<file path="config.mk">
export PLATFORM = sky130hd
export DESIGN_NAME = frame_channel_top
export DESIGN_NICKNAME = d
export VERILOG_FILES = /design/src/logic/frame_pkg.sv /design/src/logic/mem_req_if.sv /design/src/logic/frame_channel_top.sv /design/src/logic/frame_reader.sv /design/src/logic/frame_writer.sv /design/src/logic/frame_buffer.sv /design/src/logic/mem_arbiter.sv /design/src/logic/frame_fifo.sv
export VERILOG_INCLUDE_DIRS = /design/src /design/src/logic
export SDC_FILE = /design/constraint.sdc
export NUM_CORES = 2
export LEC_CHECK = 0
export ABC_AREA = 0
export BUFFER_PORTS_ARGS = -buffer_cell sky130_fd_sc_hd__buf_2
export CORE_MARGIN = 2
export CORE_UTILIZATION = 39
export DETAILED_ROUTE_END_ITERATION = 10
export GPL_TIMING_DRIVEN = 0
export HOLD_SLACK_MARGIN = 0.12
export MAX_ROUTING_LAYER = met4
export SLEW_MARGIN = 20
export SYNTH_ARGS = -nofsm -noshare
export SYNTH_HDL_FRONTEND = slang
export SYNTH_SLANG_ARGS = --single-unit
export TNS_END_PERCENT = 20
</file>
<file path="constraint.sdc">
create_clock -name clk -period 6.9 [get_ports clk]
set_input_delay 1.38 -clock clk [delete_from_list [all_inputs] [get_ports clk]]
set_output_delay 1.38 -clock clk [all_outputs]
set_load 0.05 [all_outputs]
</file>
<file path="src/logic/frame_macros.svh">
/* Sizes of the frame channel. FRAME_COUNT and FIFO_DEPTH must be powers of two,
   and FRAME_CHUNKS must fit the header chunk count field */
`ifndef FRAME_MACROS_SVH
`define FRAME_MACROS_SVH

// Width of one data word and of one frame buffer word
`define FRAME_DATA_W 32

// Frames in the ring
`define FRAME_COUNT 4

// Words per frame, header word included
`define FRAME_CHUNKS 8

// Empty-FIFO cycles that close a partly filled frame
`define IDLE_LIMIT 15

// Depth of the writer and reader FIFOs
`define FIFO_DEPTH 16

`endif
</file>
<file path="src/logic/frame_pkg.sv">
/* Types shared by the frame channel. The ring base is fixed at address 0 */
`include "frame_macros.svh"

package frame_pkg;

   // ========================================
   // Widths derived from the sizes
   // ========================================
   localparam int FRAME_W = $clog2(`FRAME_COUNT);
   localparam int CHUNK_W = $clog2(`FRAME_CHUNKS);

   // One data word, also one frame buffer word
   typedef logic [`FRAME_DATA_W-1:0] data_word_t;

   // A frame number in the ring and a word index inside a frame
   typedef logic [FRAME_W-1:0] frame_num_t;
   typedef logic [CHUNK_W-1:0] chunk_idx_t;

   // A word address is the frame number above the chunk index
   typedef logic [FRAME_W+CHUNK_W-1:0] mem_addr_t;

   // Word 0 of every frame; in_use is set by the writer and cleared by the reader
   typedef struct packed {
      logic                              in_use;
      logic [`FRAME_DATA_W-CHUNK_W-2:0] spare;
      chunk_idx_t                        chunk_count;
   } frame_header_t;

   // One beat on the output stream
   typedef struct packed {
      data_word_t data;
      logic       last;
   } out_beat_t;

   // Word address of chunk c in frame f
   function automatic mem_addr_t make_addr(frame_num_t f, chunk_idx_t c);
      return {f, c};
   endfunction

endpackage

</file>
<file path="src/logic/mem_req_if.sv">
/* Request path from one client to the frame buffer arbiter. A request holds
   its fields until gnt, and read data returns with rvalid one cycle after gnt */
interface mem_req_if;
   import frame_pkg::*;

   // Driven by the client
   logic       req;
   logic       we;
   mem_addr_t  addr;
   data_word_t wdata;

   // Driven by the arbiter
   logic       gnt;
   logic       rvalid;
   data_word_t rdata;

   modport client (
      output req, we, addr, wdata,
      input  gnt, rvalid, rdata
   );

   modport arbiter (
      input  req, we, addr, wdata,
      output gnt, rvalid, rdata
   );

endinterface

</file>
<file path="src/logic/frame_channel_top.sv">
/* Frame channel from a valid/ready input stream to a valid/ready output stream
   with frame-end markers. Enabled straight out of reset */
module frame_channel_top (
   input  logic                   clk,
   input  logic                   rst_n,
   input  logic                   in_valid,
   input  frame_pkg::data_word_t  in_data,
   output logic                   in_ready,
   output logic                   out_valid,
   output frame_pkg::data_word_t  out_data,
   output logic                   out_last,
   input  logic                   out_ready
);
   import frame_pkg::*;

   // One request path per client
   mem_req_if wr_if ();
   mem_req_if rd_if ();

   // Memory port between arbiter and buffer
   logic       mem_en;
   logic       mem_we;
   mem_addr_t  mem_addr;
   data_word_t mem_wdata;
   data_word_t mem_rdata;

   frame_writer u_frame_writer (
      .clk      (clk),
      .rst_n    (rst_n),
      .in_valid (in_valid),
      .in_data  (in_data),
      .in_ready (in_ready),
      .mem      (wr_if.client)
   );

   frame_reader u_frame_reader (
      .clk       (clk),
      .rst_n     (rst_n),
      .out_valid (out_valid),
      .out_data  (out_data),
      .out_last  (out_last),
      .out_ready (out_ready),
      .mem       (rd_if.client)
   );

   mem_arbiter u_mem_arbiter (
      .clk   (clk),
      .rst_n (rst_n),
      .wr    (wr_if.arbiter),
      .rd    (rd_if.arbiter),
      .en    (mem_en),
      .we    (mem_we),
      .addr  (mem_addr),
      .wdata (mem_wdata),
      .rdata (mem_rdata)
   );

   frame_buffer u_frame_buffer (
      .clk   (clk),
      .rst_n (rst_n),
      .en    (mem_en),
      .we    (mem_we),
      .addr  (mem_addr),
      .wdata (mem_wdata),
      .rdata (mem_rdata)
   );

endmodule

</file>
<file path="src/logic/frame_reader.sv">
/* Drains finished frames in ring order and streams their words with a last
   marker on each frame's final word. Frees each header after draining it */
`include "frame_macros.svh"

module frame_reader (
   input  logic                   clk,
   input  logic                   rst_n,
   output logic                   out_valid,
   output frame_pkg::data_word_t  out_data,
   output logic                   out_last,
   input  logic                   out_ready,
   mem_req_if.client              mem
);
   import frame_pkg::*;

   localparam int CRED_W = $clog2(`FIFO_DEPTH + 1);

   typedef enum logic [1:0] {
      ST_POLL_HEADER,
      ST_WAIT_HEADER,
      ST_READ,
      ST_CLEAR_HEADER
   } state_t;

   state_t            state;
   frame_num_t        frame_num;
   chunk_idx_t        chunk_count;
   chunk_idx_t        issued;
   chunk_idx_t        received;
   // FIFO entries claimed by reads issued and not yet popped
   logic [CRED_W-1:0] credits;

   frame_header_t     rd_header;
   out_beat_t         push_beat;
   out_beat_t         pop_beat;
   logic              push_valid;
   logic              read_gnt;
   logic              pop_fire;
   logic              final_word;

   assign rd_header = frame_header_t'(mem.rdata);

   // ========================================
   // Output FIFO
   // ========================================
   assign push_valid     = (state == ST_READ) && mem.rvalid;
   assign final_word     = (received == chunk_idx_t'(chunk_count - 1'b1));
   assign push_beat.data = mem.rdata;
   assign push_beat.last = final_word;

   // Room is guaranteed by the credit count, so push_ready is not consulted
   frame_fifo #(
      .payload_t (out_beat_t),
      .DEPTH     (`FIFO_DEPTH)
   ) u_out_fifo (
      .clk        (clk),
      .rst_n      (rst_n),
      .push_valid (push_valid),
      .push_data  (push_beat),
      .push_ready (),
      .pop_valid  (out_valid),
      .pop_data   (pop_beat),
      .pop_ready  (out_ready)
   );

   assign out_data = pop_beat.data;
   assign out_last = pop_beat.last;
   assign pop_fire = out_valid && out_ready;

   // ========================================
   // Memory request
   // ========================================
   assign mem.req = (state == ST_POLL_HEADER) || (state == ST_CLEAR_HEADER) ||
                    ((state == ST_READ) && (issued != chunk_count) &&
                     (credits != CRED_W'(`FIFO_DEPTH)));
   assign mem.we    = (state == ST_CLEAR_HEADER);
   assign mem.addr  = (state == ST_READ) ? make_addr(frame_num, issued + 1'b1)
                                         : make_addr(frame_num, '0);
   // A zero header marks the frame free again
   assign mem.wdata = '0;
   assign read_gnt  = (state == ST_READ) && mem.gnt;

   always_ff @(posedge clk or negedge rst_n)
   begin
      if (!rst_n)
      begin
         state       <= ST_POLL_HEADER;
         frame_num   <= '0;
         chunk_count <= '0;
         issued      <= '0;
         received    <= '0;
         credits     <= '0;
      end
      else
      begin
         if (read_gnt && !pop_fire)
            credits <= credits + 1'b1;
         else if (pop_fire && !read_gnt)
            credits <= credits - 1'b1;
         case (state)
            ST_POLL_HEADER:
               if (mem.gnt)
                  state <= ST_WAIT_HEADER;
            ST_WAIT_HEADER:
               if (mem.rvalid)
               begin
                  // The writer never publishes an empty frame
                  if (rd_header.in_use)
                     state <= ST_READ;
                  else
                     state <= ST_POLL_HEADER;
                  chunk_count <= rd_header.chunk_count;
                  issued      <= '0;
                  received    <= '0;
               end
            ST_READ:
            begin
               if (read_gnt)
                  issued <= issued + 1'b1;
               if (mem.rvalid)
               begin
                  received <= received + 1'b1;
                  if (final_word)
                     state <= ST_CLEAR_HEADER;
               end
            end
            ST_CLEAR_HEADER:
               if (mem.gnt)
               begin
                  state <= ST_POLL_HEADER;
                  if (frame_num == frame_num_t'(`FRAME_COUNT - 1))
                     frame_num <= '0;
                  else
                     frame_num <= frame_num + 1'b1;
               end
            default:
               state <= ST_POLL_HEADER;
         endcase
      end
   end

endmodule

</file>
<file path="src/logic/frame_writer.sv">
/* Packs the input stream into ring frames and publishes each with its header.
   A partial frame closes after IDLE_LIMIT empty cycles with data written */
`include "frame_macros.svh"

module frame_writer (
   input  logic                   clk,
   input  logic                   rst_n,
   input  logic                   in_valid,
   input  frame_pkg::data_word_t  in_data,
   output logic                   in_ready,
   mem_req_if.client              mem
);
   import frame_pkg::*;

   localparam int IDLE_W = $clog2(`IDLE_LIMIT + 1);

   typedef enum logic [1:0] {
      ST_POLL_HEADER,
      ST_WAIT_HEADER,
      ST_WRITE,
      ST_WRITE_CONTROL
   } state_t;

   state_t            state;
   state_t            next_state;
   frame_num_t        frame_num;
   // Data words written into the current frame
   chunk_idx_t        chunk_count;
   logic [IDLE_W-1:0] idle_count;

   logic              fifo_valid;
   data_word_t        fifo_data;
   frame_header_t     rd_header;
   frame_header_t     wr_header;
   logic              frame_full;
   logic              frame_done;
   logic              data_write;

   // ========================================
   // Input FIFO
   // ========================================
   frame_fifo #(
      .payload_t (data_word_t),
      .DEPTH     (`FIFO_DEPTH)
   ) u_in_fifo (
      .clk        (clk),
      .rst_n      (rst_n),
      .push_valid (in_valid),
      .push_data  (in_data),
      .push_ready (in_ready),
      .pop_valid  (fifo_valid),
      .pop_data   (fifo_data),
      .pop_ready  (data_write)
   );

   // Header as it comes back from the poll read
   assign rd_header = frame_header_t'(mem.rdata);

   // Header written to close the frame
   always_comb
   begin
      wr_header             = '0;
      wr_header.in_use      = 1'b1;
      wr_header.chunk_count = chunk_count;
   end

   assign frame_full = (chunk_count == chunk_idx_t'(`FRAME_CHUNKS - 1));
   assign frame_done = frame_full ||
                       ((idle_count == IDLE_W'(`IDLE_LIMIT)) && (chunk_count != '0));

   // Each granted data write takes one FIFO word
   assign data_write = (state == ST_WRITE) && mem.gnt;

   // ========================================
   // Memory request
   // ========================================
   assign mem.req = (state == ST_POLL_HEADER) ||
                    ((state == ST_WRITE) && fifo_valid && !frame_done) ||
                    (state == ST_WRITE_CONTROL);
   assign mem.we  = (state == ST_WRITE) || (state == ST_WRITE_CONTROL);
   // Data goes one past the header word
   assign mem.addr  = (state == ST_WRITE) ? make_addr(frame_num, chunk_count + 1'b1)
                                          : make_addr(frame_num, '0);
   assign mem.wdata = (state == ST_WRITE) ? fifo_data : data_word_t'(wr_header);

   always_comb
   begin
      next_state = state;
      case (state)
         ST_POLL_HEADER:
            if (mem.gnt)
               next_state = ST_WAIT_HEADER;
         ST_WAIT_HEADER:
            // A frame not yet drained is polled again
            if (mem.rvalid)
               next_state = rd_header.in_use ? ST_POLL_HEADER : ST_WRITE;
         ST_WRITE:
            if (frame_done)
               next_state = ST_WRITE_CONTROL;
         ST_WRITE_CONTROL:
            if (mem.gnt)
               next_state = ST_POLL_HEADER;
         default:
            next_state = ST_POLL_HEADER;
      endcase
   end

   always_ff @(posedge clk or negedge rst_n)
   begin
      if (!rst_n)
      begin
         state       <= ST_POLL_HEADER;
         frame_num   <= '0;
         chunk_count <= '0;
         idle_count  <= '0;
      end
      else
      begin
         state <= next_state;
         if (state == ST_POLL_HEADER)
            chunk_count <= '0;
         else if (data_write)
            chunk_count <= chunk_count + 1'b1;
         // Only empty cycles inside a frame count toward the idle limit
         if (fifo_valid || (state != ST_WRITE))
            idle_count <= '0;
         else if (idle_count != IDLE_W'(`IDLE_LIMIT))
            idle_count <= idle_count + 1'b1;
         // Next frame in the ring once the header is out
         if ((state == ST_WRITE_CONTROL) && mem.gnt)
         begin
            if (frame_num == frame_num_t'(`FRAME_COUNT - 1))
               frame_num <= '0;
            else
               frame_num <= frame_num + 1'b1;
         end
      end
   end

endmodule

</file>
<file path="src/logic/frame_buffer.sv">
/* Single-port frame memory with one-cycle read latency. All words clear on
   reset, so every header starts out free */
`include "frame_macros.svh"

module frame_buffer (
   input  logic                   clk,
   input  logic                   rst_n,
   input  logic                   en,
   input  logic                   we,
   input  frame_pkg::mem_addr_t   addr,
   input  frame_pkg::data_word_t  wdata,
   output frame_pkg::data_word_t  rdata
);
   import frame_pkg::*;

   localparam int WORDS = `FRAME_COUNT * `FRAME_CHUNKS;

   // ========================================
   // Storage
   // ========================================
   data_word_t words [WORDS];

   // Frames sit back to back from address 0
   always_ff @(posedge clk or negedge rst_n)
   begin
      if (!rst_n)
      begin
         for (int i = 0; i < WORDS; i++)
            words[i] <= '0;
         rdata <= '0;
      end
      else if (en)
      begin
         if (we)
            words[addr] <= wdata;
         else
            rdata <= words[addr];
      end
   end

endmodule

</file>
<file path="src/logic/mem_arbiter.sv">
/* Round-robin arbiter of two clients onto the single-port frame buffer.
   Grants in the request cycle; with both requesting, the grants alternate */
module mem_arbiter (
   input  logic                   clk,
   input  logic                   rst_n,
   mem_req_if.arbiter             wr,
   mem_req_if.arbiter             rd,
   output logic                   en,
   output logic                   we,
   output frame_pkg::mem_addr_t   addr,
   output frame_pkg::data_word_t  wdata,
   input  frame_pkg::data_word_t  rdata
);
   import frame_pkg::*;

   // High when the reader wins a tie
   logic prio_rd;
   logic wr_gnt;
   logic rd_gnt;
   // A read was granted last cycle, and to which client
   logic read_pend;
   logic read_to_rd;

   assign wr_gnt = wr.req && (!rd.req || !prio_rd);
   assign rd_gnt = rd.req && !wr_gnt;

   assign wr.gnt = wr_gnt;
   assign rd.gnt = rd_gnt;

   // The granted client drives the memory port
   assign en    = wr_gnt || rd_gnt;
   assign we    = wr_gnt ? wr.we    : rd.we;
   assign addr  = wr_gnt ? wr.addr  : rd.addr;
   assign wdata = wr_gnt ? wr.wdata : rd.wdata;

   // Read data goes to both; only the owner sees rvalid
   assign wr.rdata  = rdata;
   assign rd.rdata  = rdata;
   assign wr.rvalid = read_pend && !read_to_rd;
   assign rd.rvalid = read_pend && read_to_rd;

   always_ff @(posedge clk or negedge rst_n)
   begin
      if (!rst_n)
      begin
         prio_rd    <= 1'b0;
         read_pend  <= 1'b0;
         read_to_rd <= 1'b0;
      end
      else
      begin
         // The client just served drops to low priority
         if (wr_gnt)
            prio_rd <= 1'b1;
         else if (rd_gnt)
            prio_rd <= 1'b0;
         read_pend  <= en && !we;
         read_to_rd <= rd_gnt;
      end
   end

endmodule

</file>
<file path="src/logic/frame_fifo.sv">
/* Circular-buffer FIFO with valid/ready on both sides. DEPTH must be a power
   of two; a pushed entry shows at the pop side on the next cycle */
`include "frame_macros.svh"

module frame_fifo #(
   parameter type payload_t = frame_pkg::data_word_t,
   parameter int  DEPTH     = `FIFO_DEPTH
) (
   input  logic     clk,
   input  logic     rst_n,
   input  logic     push_valid,
   input  payload_t push_data,
   output logic     push_ready,
   output logic     pop_valid,
   output payload_t pop_data,
   input  logic     pop_ready
);

   localparam int PTR_W = $clog2(DEPTH);

   payload_t             store [DEPTH];
   logic [PTR_W-1:0]     wr_ptr;
   logic [PTR_W-1:0]     rd_ptr;
   logic [PTR_W:0]       count;
   logic                 push_fire;
   logic                 pop_fire;

   assign push_ready = (count != (PTR_W+1)'(DEPTH));
   assign pop_valid  = (count != '0);
   assign pop_data   = store[rd_ptr];

   assign push_fire = push_valid && push_ready;
   assign pop_fire  = pop_valid && pop_ready;

   // Pointers wrap on their own since DEPTH is a power of two
   always_ff @(posedge clk or negedge rst_n)
   begin
      if (!rst_n)
      begin
         wr_ptr <= '0;
         rd_ptr <= '0;
         count  <= '0;
      end
      else
      begin
         if (push_fire)
            wr_ptr <= wr_ptr + 1'b1;
         if (pop_fire)
            rd_ptr <= rd_ptr + 1'b1;
         // Occupancy moves only when one side fires alone
         if (push_fire && !pop_fire)
            count <= count + 1'b1;
         else if (pop_fire && !push_fire)
            count <= count - 1'b1;
      end
   end

   // Payload storage
   always_ff @(posedge clk)
   begin
      if (push_fire)
         store[wr_ptr] <= push_data;
   end

endmodule

</file>
; Word level (Yosys, flattened, before mapping)
; Memories as Yosys holds them, arrays and structs flattened.
; Cells that the tools add are included.
[word_totals]
regBits = 1114
mem_bits_rw = 1040
in_bits = 36
output_inout_bits = 35
n_memories = 2
[op_classes]
add_sub_neg = 17
magnitude_cmp = 2
eq_ne = 27
muxes = 48
n_bitwise = 2
reduce_logical = 65
[mem_list]
columns = name, words, width, read_ports, rd_clocked_by_memory_dff, write_ports, line_no
row1 = u_frame_reader.u_out_fifo.store, 16, 33, 1, 0, 1, frame_fifo.sv:21  ; payload_t store [DEPTH];
row2 = u_frame_writer.u_in_fifo.store, 16, 32, 1, 0, 1, frame_fifo.sv:21
[op_table]
columns = cell, count
row1 = bitwise mux 1024 bit, 1
row2 = binary-select mux 32 bit (select 5 bit), 1
row3 = demux 32 bit (select 5 bit), 1
row4 = 2-to-1 mux 32 bit, 5
row5 = 2-to-1 mux 5 bit, 7
row6 = 2-to-1 mux 2 bit, 13
row7 = logical AND 1 bit, 25
row8 = 2-to-1 mux 3 bit, 7
row9 = adder 4 x 1 -> 4 bit (second input constant), 5
row10 = inequality test 2 x 1 -> 1 bit (second input constant), 9
row11 = one-hot mux 2 bit (4 select lines), 2
row12 = adder 5 x 1 -> 5 bit (second input constant), 3
row13 = inequality test 5 bit (second input constant), 3
row14 = subtractor 5 x 1 -> 5 bit (second input constant), 3
row15 = nonzero test 2 bit, 7
row16 = == test 2 bit (second input constant), 6
row17 = one-hot mux 3 bit (2 select lines), 2
row18 = logical NOT 1 bit, 11
row19 = nonzero test 5 bit, 2
row20 = adder 3 x 1 -> 3 bit (second input constant), 3
row21 = logical OR 1 bit, 9
row22 = 2-to-1 mux 4 bit, 2
row23 = AND reduction 2 bit, 4
row24 = 2-to-1 mux 1 bit, 7
row25 = 18 further kinds, 23

; Depth between registers and ports, before layout
[logic_depth]
depth_word = 15
mapped_depth = 17
depth_no_buf = 15

; Hierarchy
; From an unflattened synthesis, not the netlist that was laid out.
[unflattened]
hier_cells = 5608
area_unflattened_um2 = 92935.4
[modules_own_cells]
columns = module, instances, cells_per_inst, area_each_um2, seq_area_each_um2
row1 = frame_buffer, 1, 3194, 47710.8, 26425.3
row2 = frame_fifo (u_frame_reader.u_out_fifo), 1, 1035, 21401.8, 16180.5
row3 = frame_fifo (u_frame_writer.u_in_fifo), 1, 1005, 20402.1, 15700.1
row4 = frame_reader, 1, 152, 1420.1, 450.4
row5 = mem_arbiter, 1, 120, 1112.3, 75.1
row6 = frame_writer, 1, 102, 888.4, 275.3

; Worst setup path before layout
; No wires, ideal clock.
[synth_timing]
kind = register to register
startpoint = register u_frame_reader.state[0]
endpoint = memory u_frame_reader.u_out_fifo.store[3][0] (netlist bit), enable pin
setup_time_ns = 0.464
arrival_ns = 4.283
required_time_ns = 6.436
slack_ns = 2.153
stages_incl_launch_ff = 8
path_buffers = 1
synth_period_minus_slack_ns = 4.747
path_cell_list = dfrtp_1 -> inv_1 -> ha_1 -> clkbuf_1 -> inv_1 -> a211oi_1 -> nand2_1 -> nor3_1
[synth_between]
elab_chain_cells = 5
[synth_rtl]
columns = item, line_no
row1 = start: declaration, frame_reader.sv:25  ; state_t state;
row2 = start signal: assignment, frame_reader.sv:87  ; state <= ST_POLL_HEADER;
row3 = start signal: assignment, frame_reader.sv:103  ; state <= ST_WAIT_HEADER;
row4 = start signal: assignment, frame_reader.sv:109  ; state <= ST_READ;
row5 = == test 2 bit, frame_reader.sv:46  ; assign push_valid = (state == ST_READ) && mem.rvalid;
row6 = logical AND 1 bit, frame_reader.sv:46
row7 = logical AND 1 bit, frame_fifo.sv:32  ; assign push_fire = push_valid && push_ready;
row8 = net u_frame_reader.u_out_fifo.push_fire, frame_fifo.sv:25  ; logic push_fire;
row9 = 2-to-1 mux 1 bit, frame_fifo.sv:61  ; if (push_fire)
row10 = 2-to-1 mux 1 bit (not written as such), frame_fifo.sv:62  ; store[wr_ptr] <= push_data;
row11 = end: declaration, frame_fifo.sv:21
; The timed path passes the listed nets, and every way through them passes these cells.

; Worst setup path after layout
[layout_timing]
startpoint = register u_frame_reader.chunk_count[0]
endpoint = register u_frame_buffer.rdata[21]
[layout_between]
elab_chain_cells = 12
[layout_rtl]
columns = item, line_no
row1 = start: declaration, frame_reader.sv:27  ; chunk_idx_t chunk_count;
row2 = start signal: assignment, frame_reader.sv:112  ; chunk_count <= rd_header.chunk_count;
row3 = inequality test 3 bit *, frame_reader.sv:74  ; ((state == ST_READ) && (issued != chunk_count) &&
row4 = logical AND 1 bit * (2 in a row), frame_reader.sv:74
row5 = logical OR 1 bit *, frame_reader.sv:73  ; assign mem.req = (state == ST_POLL_HEADER) || (state == ST_CLEAR_HEADER) ||
row6 = logical NOT 1 bit, mem_arbiter.sv:24  ; assign wr_gnt = wr.req && (!rd.req || !prio_rd);
row7 = logical OR 1 bit, mem_arbiter.sv:24
row8 = logical AND 1 bit, mem_arbiter.sv:24
row9 = 2-to-1 mux 5 bit, mem_arbiter.sv:33  ; assign addr = wr_gnt ? wr.addr : rd.addr;
row10 = inverter 5 -> 6 bit (not written as such), frame_buffer.sv:37  ; rdata <= words[addr];
row11 = binary-select mux 32 bit (select 5 bit), frame_buffer.sv:37
row12 = 2-to-1 mux 32 bit (not written as such) (2 in a row), frame_buffer.sv:37
row13 = end signal: assignment, frame_buffer.sv:37
row14 = end: declaration, frame_buffer.sv:12  ; output frame_pkg::data_word_t rdata
; Every way passes the cells marked *; elsewhere a longest branch is shown, timed or not. The select of a mux whose other input is x is not followed.
; A chain may end at the register's enable or synchronous reset.

==> results by group <==
Critical path
  • Max FO, Critical Path: 10
  • Critical path's slowest cell: a31oi_1
  • Worst Setup SP: u_frame_reader.chunk_count[0]
  • Reg2reg end: u_frame_buffer.rdata[21]
  • Crit path depth: 12
  • Critical path endpoint category: register
  • Worst EP required: between 7000 and 8000 ps
  • WP buf/inv: 5
  • Reg-to-reg startpoint: u_frame_reader.chunk_count[0]
  • Max incr delay on CP: approximately 870 ps
  • Critical path type: register to register
  • Flop-to-flop setup slack: 560 ps
  • Worst Path Arrival: about 7000 ps
  • Most used cell, CP: buf_2
  • Critical path launch point type: register
  • Worst Reg-to-Reg Cells: 12
  • CP top delay family: buffers and inverters
  • Critical path, cell by cell: xor2_1, o31ai_1, a211o_1, nand2b_1, buf_4, buf_2, o21ai_0, buf_2, buf_2, clkbuf_1, nor2_1, a31oi_1

Floorplan
  • Die ar.: roughly 240,000 um2
  • DIE WIDTH: between 400 and 500 um
  • Starting Density: 39.2%
  • I/O pin count: ~70
  • Die H: just under 500 um
  • Core area: approximately 230,000 um2
  • Row count: between 150 and 200

Routing
  • DR DRC count: 0
  • Via count: between 50,000 and 60,000
  • Drt total wl: 346,000 um
  • Vias per cell: 6.16
  • TritonRoute pass-1 iters: 6
  • Avg WL per Cell: 36.0 um
  • Iter 0 DRT Violations: around 8,200
  • Antenna Nets Post-Route: 0

STA
  • Fin crit period: roughly 6300 ps
  • Least-Margin Pin Slew: 1370 ps
  • Setup_tns: 0 ps
  • RSZ-0062 raised after global routing: no
  • Slew HR: 8.70%
  • Fin. max-slew vios: 0
  • Period utilization: roughly nine tenths
  • Final setup vio count: 0
  • Setup Skew: 82.2 ps
  • Max Fclk: approximately 160 MHz
  • Final Hold Fails: 0

CTS
  • Hold-fix buffers, CTS: 0
  • CTS Buf Count: roughly 220
  • # clock sinks: roughly 2,200
  • Root Driver: clkbuf_16
  • Post-CTS setup buffer count: 0
  • CTS H-tree depth: 4
  • Clock Latency Late Sink: roughly 910 ps
  • CTS clk-pin slew, worst paths: 60 ps
  • Post-CTS Resized: 0
  • CTS tree: built
  • CTS max path bufs: 3

Place
  • Dpl cells: around 9,200
  • Gpl congestion: around 1.0
  • Port Buffers: 70
  • HPWL Detailed: 238,000 um

Global routing
  • GRT Util Overall: 29.8%
  • Grt ovf: 0
  • Largest net degree at the start of global routing: approximately 140
  • First-pass GRT wire length: 474,000 um
  • Vias in the first global route: a little under 60,000
  • Initial antenna violation count: 45

Synth
  • Simple-gate portion of the synthesized area: about 5.4%
  • Distinct cells, synth: 59
  • Synth async-reset ratio: roughly 52%
  • Compound-Gate Fraction of Synth Area: under 10%
  • Yosys warns: 0
  • Post-synth EDFFs: 1,040
  • Post-Syn Nets: ~6,000
  • Synth Flop Type: dfrtp_1
  • Largest family of logic cells by synthesized area: multiplexers
  • Synth Cell Area: 91,100 um2
  • Seq cells post-synth: ~2,200
  • Cells after Synth: about 5,900
  • Synth Area in XOR/XNOR: less than 1%
  • Syn avg cell area: approximately 15 um2
  • Post-synthesis adder-cell area fraction: less than 1%
  • Register area share after synthesis: 64.9%
  • Multiplexer share of the synthesized area: a little over a fifth

Status
  • Status: finished, final reports clean

Layout
  • FILL cells: 20,425
  • Area Overhead vs Synth: 15.3%
  • Final Util: between 40% and 50%
  • Share of cells above drive strength 1: between 30% and 40%
  • Layout Nets: about 6,400
  • Post-Layout Cell Count: roughly 9,600

Power
  • PwrDens: slightly below 400 nW/um2
  • Leakage: approximately 0.043 uW
  • VDD IR max: approximately 440 uV
  • Post-layout power: 41,800 uW

Flow run
  • Max-cap violations: 0

Hold path
  • Hold Crit Class: primary input to asynchronous set/reset pin
-- flip-flops by register name, summed over array words and instances (netlist names), 5 cells and up, named ones only --
signal                           cells
u_frame_buffer.words              1024
u_frame_writer.u_in_fifo.count       5
u_frame_writer.u_in_fifo.store     512
u_frame_reader.credits               5
u_frame_reader.u_out_fifo.count      5
u_frame_reader.u_out_fifo.store    528
u_frame_buffer.rdata                32
-- logic make-up (layout without fill, tap and decap cells) --
group,Yosys count,after routing
mux,1484,1484
buf+inv,523,1113
other cells,0,35
fa+ha+maj,39,39
flops,2154,2154
simple gates,1110,1110
xor+xnor,36,36
compound gates,593,593
-- per-layer routing --
metal | share of wire (%) | track usage (%)
met4 | 6.8 | 17.4
met5 | 0 | -
met3 | 11 | 8.20
met2 | 43 | 42.4
met1 | 39 | 38.1
-- placed cells by master, fill, tap and decap left out, types with 14 or more instances in the layout --
cell type / netlist / layout
dfrtp_1: 1114 / 1114
buf_16: 0 / 38
o21ai_0: 55 / 55
o221ai_1: 15 / 15
ha_1: 36 / 36
buf_2: 190 / 277
clkbuf_2: 0 / 73
inv_1: 23 / 23
diode_2: 0 / 35
nand3_1: 106 / 106
clkinv_1: 0 / 28
nor4_1: 36 / 35
buf_1: 51 / 22
and3_1: 151 / 151
bufinv_16: 0 / 19
buf_6: 0 / 16
a311oi_1: 142 / 140
buf_4: 2 / 35
a21oi_1: 74 / 65
a211oi_1: 143 / 143
edfxtp_1: 1040 / 1040
clkinv_2: 0 / 41
o22ai_1: 14 / 14
a31oi_1: 84 / 81
buf_12: 0 / 21
mux2_1: 144 / 144
nand2b_1: 20 / 20
clkbuf_16: 0 / 224
clkbuf_1: 256 / 250
nor2_1: 75 / 50
xnor2_1: 26 / 26
clkbuf_8: 0 / 14
nor2_4: 0 / 24
and2_1: 22 / 22
mux2_2: 892 / 892
mux2i_1: 161 / 160
nand2_1: 659 / 659
mux4_2: 287 / 287
-- synth_stat cells (84+ instances only) --
library cell  count  area (um2)
clkbuf_1        256         961
and3_1          151         945
a31oi_1          84         526
edfxtp_1       1040       31200
mux4_2          287        6460
nand2_1         659        2470
mux2i_1         161        1610
a311oi_1        142        1240
dfrtp_1        1114       27900
buf_2           190         951
a211oi_1        143        1070
nand3_1         106         531
mux2_1          144        1620
mux2_2          892       10000
-- per-stage QoR --
step                hold slack [ps]  cell area [um2]  setup slack (ps)
finish                          338           105000               560
CTS                             329           105000               575
floorplan                       434            91100              2150
global placement                450            95300            -20410
global route                    348           105000               477
detailed placement              469            97600               945
-- area by class of cell --
| type | count | area [um2] | share of cell area, % |
|---|---|---|---|
| timing repair buffer | 180 | 2280 | 2.17 |
| antenna | 35 | 87.6 | 0.0833 |
| buffer | 499 | 2230 | 2.12 |
| clock inverter | 116 | 1340 | 1.27 |
| tap | 3043 | 3810 | 3.62 |
| sequential | 2154 | 59100 | 56.2 |
| clock buffer | 294 | 6010 | 5.72 |
| inverter | 24 | 90.1 | 0.0857 |
| multi-input combinational | 3262 | 30200 | 28.7 |
-- how the worst max path moves through the flow --
stage                                            endpoint  slack, ps
global placement        u_frame_writer.u_in_fifo.count[3]     -20410
floorplan           u_frame_reader.u_out_fifo.store[3][0]       2150
detailed placement               u_frame_buffer.rdata[21]        940
CTS                                          out_data[21]        580
finish                           u_frame_buffer.rdata[21]        560
global route                                  out_data[1]        480
-- power breakdown --
part           switching [uW]  leakage (uW)  internal [uW]
clock network            5350       0.00356           6860
registers                1210        0.0247          15300
logic                    8710        0.0147           4350
total                   15300        0.0429          26500
(Power assumes the default switching activity.)
